==> config.mk <==
export PLATFORM = sky130hd
export DESIGN_NAME = tri_dds_top
export DESIGN_NICKNAME = d
export VERILOG_FILES = /design/src/design/tri_cfg_pkg.sv /design/src/design/tri_dds_pkg.sv /design/src/design/tri_cfg_regs.sv /design/src/design/tri_channel.sv /design/src/design/tri_dds_top.sv /design/src/design/tri_frame_capture.sv
export SDC_FILE = /design/constraint.sdc
export NUM_CORES = 1
export LEC_CHECK = 0
export BUFFER_PORTS_ARGS = -buffer_cell sky130_fd_sc_hd__buf_4
export CAP_MARGIN = 20
export CELL_PAD_IN_SITES_DETAIL_PLACEMENT = 1
export CELL_PAD_IN_SITES_GLOBAL_PLACEMENT = 1
export CORE_ASPECT_RATIO = 2
export CORE_MARGIN = 1
export CORE_UTILIZATION = 40
export DETAILED_ROUTE_END_ITERATION = 12
export PLACE_DENSITY = 0.76
export SYNTH_ARGS = -nofsm -noshare
export SYNTH_HDL_FRONTEND = slang
export SYNTH_HIERARCHICAL = 1
export SYNTH_SLANG_ARGS = --single-unit
==> constraint.sdc <==
create_clock -name clk -period 14.95 [get_ports clk]
set_input_delay 2.99 -clock clk [delete_from_list [all_inputs] [get_ports clk]]
set_output_delay 2.99 -clock clk [all_outputs]
set_load 0.05 [all_outputs]
==> src/design/tri_cfg_pkg.sv <==
// triangle dds command bus
package tri_cfg_pkg;

    localparam int CMD_DATA_W = 24;
    localparam int CHAN_W     = 2;
    // fall flag position in an OP_SET_START payload
    localparam int START_FALL_BIT = 8;

    // command opcodes
    typedef enum logic [2:0] {
        OP_NOP       = 3'd0,
        OP_SET_FREQ  = 3'd1,
        OP_SET_AMP   = 3'd2,
        OP_SET_START = 3'd3,
        OP_SET_DECIM = 3'd4,
        OP_COMMIT    = 3'd5
    } cfg_op_e;

    // one strobed command
    typedef struct packed {
        cfg_op_e               op;
        logic [CHAN_W-1:0]     chan;
        // freq, amp, start point or decimation, by opcode
        logic [CMD_DATA_W-1:0] data;
    } cfg_cmd_t;

endpackage

==> src/design/tri_dds_pkg.sv <==
// triangle dds shared types
package tri_dds_pkg;

    // channel count and datapath widths
    localparam int NUM_CH = 4;
    localparam int PH_W   = 24;
    localparam int DT_W   = 8;
    localparam int DEC_W  = 16;
    // phase bits below the sample
    localparam int FRAC_W = PH_W - DT_W;

    // ramp direction of one channel
    typedef enum logic {
        RISE = 1'b0,
        FALL = 1'b1
    } dir_e;

    // settings of one channel
    typedef struct packed {
        logic [PH_W-1:0] freq;
        // peak sample value
        logic [DT_W-1:0] amp;
        // sample value and direction loaded at restart
        logic [DT_W-1:0] start_level;
        logic            start_fall;
    } ch_cfg_t;

    // one sample per channel, channel 0 in the low byte
    typedef logic [NUM_CH-1:0][DT_W-1:0] tri_frame_t;

endpackage

==> src/design/tri_cfg_regs.sv <==
// command decode and shadow registers
`timescale 1ns/1ps

module tri_cfg_regs (
    input  logic                          clk,
    input  logic                          rst_n,
    input  logic                          cfg_valid,
    input  tri_cfg_pkg::cfg_cmd_t         cfg_cmd,
    output tri_dds_pkg::ch_cfg_t          ch_cfg [tri_dds_pkg::NUM_CH],
    output logic [tri_dds_pkg::DEC_W-1:0] decim,
    output logic                          restart
);
    import tri_dds_pkg::*;
    import tri_cfg_pkg::*;

    // staged settings, not seen by the channels until commit
    ch_cfg_t          shd_cfg [NUM_CH];
    logic [DEC_W-1:0] shd_decim;
    logic             commit;

    assign commit = cfg_valid && (cfg_cmd.op == OP_COMMIT);

    // shadow writes by opcode and channel index
    always_ff @(posedge clk) begin
        if (!rst_n) begin
            for (int i = 0; i < NUM_CH; i++) begin
                shd_cfg[i] <= '0;
            end
            shd_decim <= '0;
        end else if (cfg_valid) begin
            case (cfg_cmd.op)
                OP_NOP: begin
                end
                OP_SET_FREQ: begin
                    shd_cfg[cfg_cmd.chan].freq <= cfg_cmd.data[PH_W-1:0];
                end
                OP_SET_AMP: begin
                    shd_cfg[cfg_cmd.chan].amp <= cfg_cmd.data[DT_W-1:0];
                end
                OP_SET_START: begin
                    // level in the low byte, fall flag just above
                    shd_cfg[cfg_cmd.chan].start_level <= cfg_cmd.data[DT_W-1:0];
                    shd_cfg[cfg_cmd.chan].start_fall  <= cfg_cmd.data[START_FALL_BIT];
                end
                OP_SET_DECIM: begin
                    shd_decim <= cfg_cmd.data[DEC_W-1:0];
                end
                OP_COMMIT: begin
                    // transfer happens in the active copy below
                end
                default: begin
                    // undefined opcodes are dropped
                end
            endcase
        end
    end

    // active copy, all channels updated on the same edge
    always_ff @(posedge clk) begin
        if (!rst_n) begin
            for (int i = 0; i < NUM_CH; i++) begin
                ch_cfg[i] <= '0;
            end
            decim   <= '0;
            restart <= 1'b0;
        end else begin
            // restart follows the commit strobe by one cycle
            restart <= commit;
            if (commit) begin
                for (int i = 0; i < NUM_CH; i++) begin
                    ch_cfg[i] <= shd_cfg[i];
                end
                decim <= shd_decim;
            end
        end
    end

    // channels and capture expect a single-cycle restart
    restart_pulse_a: assert property (
        @(posedge clk) disable iff (!rst_n) restart |=> !restart
    );

endmodule

==> src/design/tri_channel.sv <==
// reflecting triangle channel
`timescale 1ns/1ps

module tri_channel (
    input  logic                         clk,
    input  logic                         rst_n,
    input  logic                         restart,
    input  tri_dds_pkg::ch_cfg_t         cfg,
    output logic [tri_dds_pkg::DT_W-1:0] sample
);
    import tri_dds_pkg::*;

    logic [PH_W-1:0] phase;
    dir_e            dir;
    // one extra bit so a wrap past the top is still seen as above the peak
    logic [PH_W:0]   rise_sum;
    logic [PH_W:0]   peak;
    logic [PH_W-1:0] start_phase;

    assign rise_sum    = {1'b0, phase} + {1'b0, cfg.freq};
    assign peak        = {1'b0, cfg.amp, {FRAC_W{1'b0}}};
    assign start_phase = {cfg.start_level, {FRAC_W{1'b0}}};

    always_ff @(posedge clk) begin
        if (!rst_n) begin
            phase <= '0;
            dir   <= RISE;
        end else if (restart) begin
            phase <= start_phase;
            dir   <= cfg.start_fall ? FALL : RISE;
        end else begin
            case (dir)
                RISE: begin
                    // clamp at the peak, never overshoot
                    if (rise_sum >= peak) begin
                        phase <= peak[PH_W-1:0];
                        dir   <= FALL;
                    end else begin
                        phase <= rise_sum[PH_W-1:0];
                    end
                end
                FALL: begin
                    // clamp at zero instead of wrapping below it
                    if (cfg.freq > phase) begin
                        phase <= '0;
                        dir   <= RISE;
                    end else begin
                        phase <= phase - cfg.freq;
                    end
                end
            endcase
        end
    end

    // sample is the top of the phase, no output register
    assign sample = phase[PH_W-1 -: DT_W];

    // restart loads a level at or below the peak, so the ramp stays inside it
    in_range_a: assert property (
        @(posedge clk) disable iff (!rst_n)
        (!restart && cfg.start_level <= cfg.amp) |-> (sample <= cfg.amp)
    );

    // turning back up only happens from the zero clamp
    floor_turn_a: assert property (
        @(posedge clk) disable iff (!rst_n)
        (dir == FALL && !restart) ##1 (dir == RISE) |-> (sample == '0)
    );

endmodule

==> src/design/tri_dds_top.sv <==
// four-channel triangle generator
`timescale 1ns/1ps

module tri_dds_top (
    input  logic                    clk,
    input  logic                    rst_n,
    input  logic                    cfg_valid,
    input  tri_cfg_pkg::cfg_cmd_t   cfg_cmd,
    output tri_dds_pkg::tri_frame_t frame,
    output logic                    frame_valid
);
    import tri_dds_pkg::*;

    ch_cfg_t          ch_cfg [NUM_CH];
    logic [DEC_W-1:0] decim;
    logic             restart;
    logic [DT_W-1:0]  samples [NUM_CH];

    // command decode, shadow and active settings
    tri_cfg_regs u_cfg_regs (
        .clk       (clk),
        .rst_n     (rst_n),
        .cfg_valid (cfg_valid),
        .cfg_cmd   (cfg_cmd),
        .ch_cfg    (ch_cfg),
        .decim     (decim),
        .restart   (restart)
    );

    // one accumulator per channel, all restarted together
    for (genvar i = 0; i < NUM_CH; i++) begin : g_ch
        tri_channel u_channel (
            .clk     (clk),
            .rst_n   (rst_n),
            .restart (restart),
            .cfg     (ch_cfg[i]),
            .sample  (samples[i])
        );
    end

    tri_frame_capture u_capture (
        .clk         (clk),
        .rst_n       (rst_n),
        .restart     (restart),
        .decim       (decim),
        .samples     (samples),
        .frame       (frame),
        .frame_valid (frame_valid)
    );

endmodule

==> src/design/tri_frame_capture.sv <==
// decimated frame capture
`timescale 1ns/1ps

module tri_frame_capture (
    input  logic                          clk,
    input  logic                          rst_n,
    input  logic                          restart,
    input  logic [tri_dds_pkg::DEC_W-1:0] decim,
    input  logic [tri_dds_pkg::DT_W-1:0]  samples [tri_dds_pkg::NUM_CH],
    output tri_dds_pkg::tri_frame_t       frame,
    output logic                          frame_valid
);
    import tri_dds_pkg::*;

    logic [DEC_W-1:0] dec_cnt;
    // no frames until the first restart
    logic             running;
    logic             tick;

    assign tick = running && (dec_cnt == decim);

    always_ff @(posedge clk) begin
        if (!rst_n) begin
            dec_cnt     <= '0;
            running     <= 1'b0;
            frame_valid <= 1'b0;
            frame       <= '0;
        end else if (restart) begin
            dec_cnt     <= '0;
            running     <= 1'b1;
            frame_valid <= 1'b0;
        end else begin
            frame_valid <= tick;
            if (tick) begin
                dec_cnt <= '0;
                // all channels on the same edge, one coherent slice
                for (int i = 0; i < NUM_CH; i++) begin
                    frame[i] <= samples[i];
                end
            end else if (running) begin
                dec_cnt <= dec_cnt + 1'b1;
            end
        end
    end

    // with decimation the counter needs decim+1 cycles to come round again
    frame_pulse_a: assert property (
        @(posedge clk) disable iff (!rst_n)
        (frame_valid && decim != '0) |=> !frame_valid
    );

endmodule

==> results of run 1 <==
[metal layers]
| metal | up-vias | share of wire |
|---|---|---|
| met5 | - | 0 |
| met4 | 0 | 0.080 |
| met3 | 402 | 0.041 |
| met2 | 857 | 0.53 |
| met1 | 14240 | 0.35 |
| li1 | 13277 | - |
[through the flow]
step	utilization	hold slack, ns	power (mW)	setup slack [ns]
after global placement	0.4129	0.4395	4.908	8.472
after floorplan	-	0.4296	4.116	8.980
after global routing	0.4320	0.4707	6.599	7.789
final	0.4320	0.4611	6.283	8.269
after detailed placement	0.4129	0.4457	4.961	8.393
after CTS	0.4318	0.4591	6.250	8.351
[placed cells by master (no fill, tap or decap), types with 31 or more instances in the layout]
cell type / Yosys / final
mux2i_1: 217 / 217
dfxtp_1: 347 / 346
xor2_1: 31 / 31
a221oi_1: 42 / 42
a31oi_1: 50 / 50
nor2_1: 214 / 214
o31ai_2: 34 / 35
nand3_1: 41 / 40
nor2b_1: 48 / 48
clkbuf_16: 0 / 50
edfxtp_1: 164 / 164
o21ai_0: 122 / 117
inv_1: 247 / 247
nand2_1: 485 / 485
a21o_1: 49 / 49
nor4_1: 95 / 95
a211oi_1: 38 / 38
buf_4: 50 / 107
nor3_1: 96 / 96
nand4_1: 61 / 61
a21oi_1: 261 / 261
ha_1: 225 / 225
nand2b_1: 39 / 39
xnor2_1: 73 / 73
[layout make-up]
cell class	count	area share
clock inverters	32	0.007451
clock buffers	58	0.03627
flip-flops and latches	511	0.3336
diodes	1	0.00007030
multi-input cells	2717	0.5350
inverters	255	0.02703
well taps	1057	0.03715
repair buffers	110	0.02344
[cells in the mapped netlist (all sizes together), types with 9 or more instances]
master	n
nand2	487
dfxtp	347
a21oi	271
inv	253
ha	225
nor2	219
mux2i	217
edfxtp	164
buf	146
o21ai	141
clkbuf	137
nor4	126
nor3	102
xnor2	73
nand4	62
o31ai	58
a31oi	51
nor2b	50
a21o	49
a221oi	47
a211oi	45
nand3	41
nand2b	39
xor2	32
o21bai	28
o211ai	25
and3	21
a2111oi	18
o21a	18
or3	18
a22oi	15
nand4b	15
nor3b	14
o211a	12
a211o	11
o2111ai	11
or2	11
o311a	9
[power by group through the flow]
stage / registers (mW) / clock network [mW] / logic, mW
5_1_grt: 1.72 / 1.33 / 3.55
3_3_place_gp: 1.73 / 0 / 3.18
2_1_floorplan: 1.66 / 0 / 2.45
6_report: 1.71 / 1.26 / 3.31
3_5_place_dp: 1.73 / 0 / 3.23
4_1_cts: 1.70 / 1.29 / 3.26
[state kept, by name, summed over array words and instances, names as in the netlist]
name / cells
g_ch.u_channel/phase: 96
u_cfg_regs/shd_decim: 16
u_capture/running: 1
u_cfg_regs/restart: 1
u_capture/frame_valid: 1
u_cfg_regs/shd_cfg: 164
u_capture/dec_cnt: 16
u_capture/frame: 32
g_ch.u_channel/dir: 4
u_cfg_regs/decim: 16
u_cfg_regs/ch_cfg: 164
[worst max-delay path: stages (launching register included)]
cell and delay, ns:
dfxtp_1 0.36, inv_1 0.05, ha_1 0.49, or4_4 0.63
or3_1 0.37, a21oi_2 0.19, o31ai_2 0.14, nand2_1 0.13
a21oi_1 0.09, o41ai_1 0.52, nor2_1 0.11, xor2_1 0.17
ha_1 0.33, nand3_1 0.07, a2111oi_0 0.53, o2111ai_1 0.19
a2111oi_0 0.48, nand4_1 0.26, o31ai_4 0.73, nor3_4 0.28
a221oi_1 0.36, a31oi_1 0.07
[cell families after synthesis]
kind of cell / synth area share
simple gates: 0.1926
compound gates: 0.1920
buf+inv: 0.07358
flops: 0.3565
fa+ha+maj: 0.08936
mux: 0.06817
xor+xnor: 0.02785
[worst paths after layout]
| path | slack [ns] | to | cells past startpoint |
|---|---|---|---|
| worst min-delay path | 0.46 | u_cfg_regs/ch_cfg[8] | 2 |
| worst max-delay path | 8.27 | g_ch[2].u_channel/phase[3] | 21 |
| worst min register to register | 0.46 | u_cfg_regs/ch_cfg[8] | 2 |
| worst max register to register | 8.27 | g_ch[2].u_channel/phase[3] | 21 |
==> flow_summary.ini, run 1 <==
[timing]
rsz0062_at_grt = no
max_freq_mhz = 149.7
finalCriticalPeriod_ns = 6.681
finalHoldViolCount = 0
fin_tns_setup_ns = 0
worstMarginPinSlew_ns = 1.167
fin_skew_ns = 0.02782
slew_viol_final = 0
maxSlewHeadroom = 0.2171
setup_viol = 0
period_share = 0.4469

[setup_path]
crit_fanout = 23
reg2reg_from = u_cfg_regs/ch_cfg[65]
critPathKind = reg2reg
arrival_ns = 7.16
startpoint = u_cfg_regs/ch_cfg[65]
end_kind = flip-flop
cp_data_required_time_ns = 15.43
crit_path_start_kind = flip-flop

[finish]
fin_area_sq_um = 35600
fill_cells = 9697
area_growth_pct = 6.914
fin_cells = 4741
regArea_sq_um = 11880
multiInputGateArea_sq_um = 19040
nets = 3908
drive_gt1_frac = 0.09883

[floorplan]
die_x_um = 206.0
coreArea_sq_um = 82400
die_y_um = 410.0
die_area_sq_um = 84470
ios = 65
core.rowCount = 149
initial_core_util = 0.4041

[logic_synthesis]
ys_seq_area_frac = 0.3565
synth_area_sq_um = 33300
synth_edf_count = 164
ys_warn_count = 6
async_reset_ff_frac = 0
synth_top_area_frac = 0.2086
syn_nets = 4031
synth_top_cell_by_area = dfxtp_1
synth.distinct_cells = 133
avgSynthCellArea_sq_um = 8.841
synth-seq-cells = 511
synth_flop_cell = dfxtp_1
synth_area_leaders = dfxtp_1 21%, edfxtp_1 15%, ha_1 8.5%
netlist_instances = 3766

[pwr]
ir_drop_mv = 0.09737
p_leak_nw = 13.36
combPwrFrac = 0.528
switching_share = 0.4519
clockPowerShare = 0.201
p_per_area_nw_per_um2 = 176.5
p_switching_mw = 2.839
p_int_mw = 3.443
p_seq_frac = 0.272

[detailed_routing]
routedWlPerCell_um = 24.34
vias_per_cell = 6.070
drt_wl_total_mm = 115.4
drc = 0
dr_total_vias = 28776
ant_nets = 0
drt_iter0_drc = 1750
firstDrtPassIters = 5

[clocking]
postCtsHoldBufs = 0
post-cts-setup-buffer-count = 0
numCtsBuffers = 48
clk_latency_ns = 0.61
htree_levels = 2
cts_tree = yes
cts_sinks = 511
clk_pin_slew_ns = 0.07
cts_max_path_buffers = 3
cts_resized = 0
cts_root_buf = clkbuf_16

[placed_design]
place_inst = 4648
routabilityCongestion = 0.9568
placed_area_sq_um = 34020
dpl.hpwl_mm = 85.26
portBuffers = 64

[global_routing]
use_met1 = 0.2696
grt_pass1_wl_mm = 176.1
grt_overflow = 0
use_met3 = 0.02937
top_usage_layer = met2
grt_pass1_vias = 30520
grt_antenna_before_repair = 3
use_met2 = 0.5072
grtUsageTotal = 0.2704
grt_max_degree = 102

[min_path]
hp-class = reg2reg
min_from = u_cfg_regs/ch_cfg[8]

[job]
maxCapViolCount = 0

[outcome]
status = finished clean
No activity file was read; power rests on OpenSTA's default activity.
==> inputs of run 2 (changes only) <==
- ABC_AREA: default -> 1
- PLACE_DENSITY: 0.76 -> 0.82
- clock period: 14.95 -> 5.5 ns (I/O delays scaled with it)
==> flow_summary.ini, run 2 <==
[outcome]
status = finished, violations left
violations = design-rule violations

[placed_design]
dpl.hpwl_mm = 98.17
routabilityCongestion = 1.008
portBuffers = 64
placed_area_sq_um = 34240
place_inst = 5631

[pwr]
p_leak_nw = 16.79
ir_drop_mv = 0.2466
p_per_area_nw_per_um2 = 517.3

[global_routing]
grtUsageTotal = 0.2970
grt_pass1_wl_mm = 189.4
grt_antenna_before_repair = 3
grt_max_degree = 127
grt_pass1_vias = 32968
grt_overflow = 0

[setup_path]
end_kind = flip-flop
arrival_ns = 5.22
crit_fanout = 17
cp_slowest_stage_delay_ns = 0.47
cp_data_required_time_ns = 6.05
crit_buf_inv = 4
cp_slowest_cell = ha_1
crit_path_start_kind = flip-flop
path_cells = inv_1, ha_1, inv_2, a21oi_2, inv_1, a21oi_2, nor2_1, nor2_1, nand2_1, a21oi_1, xor2_1, ha_1, nand2_1, inv_1, nand3b_1, o211ai_1, nand2_1, nand2_1, a21oi_1, nand2_1, o21bai_4, nor2_4, nand2_1, a21oi_1
cpMostUsedCell = nand2_1
critical-path-top-delay-family = compound AO/OA/AOI/OAI gates
critPathKind = reg2reg

[finish]
largestRegisters = u_cfg_regs/ch_cfg (164), u_cfg_regs/shd_cfg (164), g_ch.u_channel/phase (96)
area_growth_pct = 6.915
antenna_cells = 0
layout_common_cells = 877 x nor2_1, 858 x nand2_1, 496 x inv_1
fin_util = 0.4309
fill_cells = 10696
fin_area_sq_um = 35900
drive_gt1_frac = 0.1071
final_common_cell = nor2_1
fin_cells = 5725
nets = 4887

[detailed_routing]
drt_iter0_drc = 1443
dr_total_vias = 31135
routedWlPerCell_um = 22.03
vias_per_cell = 5.438
ant_nets = 0
drt_wl_total_mm = 126.1
firstDrtPassIters = 12
drc = 3

[timing]
rsz0062_at_grt = no
finalCriticalPeriod_ns = 4.668
setup_viol = 0
period_share = 0.8488
fin_tns_setup_ns = 0
max_freq_mhz = 214.2
maxSlewHeadroom = 0.3015
fin_skew_ns = 0.04087
slew_viol_final = 0
finalHoldViolCount = 0
worstMarginPinSlew_ns = 1.045

[clocking]
post-cts-setup-buffer-count = 0
cts_tree = yes
clk_pin_slew_ns = 0.07
postCtsHoldBufs = 0
cts_sinks = 511
cts_root_buf = clkbuf_16
cts_max_path_buffers = 3
htree_levels = 2
clk_latency_ns = 0.65
cts_resized = 0
numCtsBuffers = 49

[floorplan]
core.rowCount = 150
die_area_sq_um = 85180
die_y_um = 411.8
initial_core_util = 0.4030
die_x_um = 206.9
coreArea_sq_um = 83330
ios = 65

[logic_synthesis]
synth_most_common_cell = nor2_1
synth_top_area_frac = 0.2069
synth_top_cell_by_area = dfxtp_1
avgSynthCellArea_sq_um = 7.182
synth_area_leaders = dfxtp_1 21%, edfxtp_1 15%, nor2_1 9.8%
synth_edf_count = 164
synthTopCellsByCount = 877 x nor2_1, 858 x nand2_1, 496 x inv_1
syn_nets = 4941
async_reset_ff_frac = 0
netlist_instances = 4676
synth.distinct_cells = 61
synth_area_sq_um = 33580
synth_flop_cell = dfxtp_1
ys_seq_area_frac = 0.3535
ys_warn_count = 6
synth-seq-cells = 511

[min_path]
hp-class = reg2reg

[job]
maxCapViolCount = 0
run 2: cell count changes after synthesis, sizes merged, moves of 51 or more:
cell,before,now
o21ai,141,363
inv,253,563
nor4,126,12
nor3,102,51
nor2,219,966
clkbuf,137,54
nand2,487,919
mux2i,217,0
nand3,41,312
o31ai,58,3
xnor2,73,7
run 2: report_power, final:
group          internal, mW  total (mW)  leakage [nW]  switching (mW)
logic                  3.06        10.5          11.6            7.42
clock network          1.84        3.51         0.765            1.67
registers              4.26        4.59          4.38           0.331
run 2: path summary, 6_finish.rpt:
check	to	from	slack, ns	cells past startpoint
worst max register to register	g_ch[3].u_channel/phase[14]	u_cfg_regs/ch_cfg[26]	0.83	24
worst min-delay path	u_cfg_regs/shd_decim[8]	u_cfg_regs/shd_decim[8]	0.48	2
worst min register to register	u_cfg_regs/shd_decim[8]	u_cfg_regs/shd_decim[8]	0.48	2
worst max-delay path	g_ch[3].u_channel/phase[14]	u_cfg_regs/ch_cfg[26]	0.83	24
run 2: worst register-to-register path, delay by kind of cell, from the launching register on:
kind	cells	cell delay [ns]
adder cells (fa/ha/maj)	2	0.82
XOR/XNOR	1	0.46
buffers and inverters	4	0.31
flip-flops	1	0.37
AND/OR/NAND/NOR	10	1.28
AO/OA/AOI/OAI	7	1.33
run 2: per-stage QoR:
stage / hold WS (ns) / worst slack, ns / power, mW
final: 0.4792 / 0.8318 / 18.57
after global routing: 0.5063 / 0.5085 / 19.63
after CTS: 0.4831 / 0.8143 / 18.38
after detailed placement: 0.4667 / 0.8530 / 14.80
after global placement: 0.4570 / 0.9019 / 14.66
after floorplan: 0.4489 / 2.107 / 11.80
run 2: cell families (layout without fill, tap and decap cells):
kind of cell             Yosys count  after routing  share of synthesized area
AND/OR/NAND/NOR                 2360           2360                     0.3105
flip-flops                       511            511                     0.3535
adder cells (fa/ha/maj)          233            233                    0.08860
AO/OA/AOI/OAI                    723            723                     0.1209
buffers and inverters            768            753                     0.1053
XOR/XNOR                          81             81                    0.02113
run 2: final cells by class:
type | count | area, sq um | share of cell area
multi-input combinational | 3397 | 18180 | 0.5065
sequential | 511 | 11870 | 0.3307
inverter | 572 | 2171 | 0.06046
tap | 1064 | 1331 | 0.03708
clock buffer | 57 | 1287 | 0.03586
timing repair buffer | 91 | 759.5 | 0.02115
clock inverter | 33 | 297.8 | 0.008294
run 2: per-layer routing:
layer | global-route usage | share of wire
met2 | 0.5665 | 0.54
met5 | 0 | 0.00026
met4 | 0.2721 | 0.11
met3 | 0.03923 | 0.031
met1 | 0.2610 | 0.32
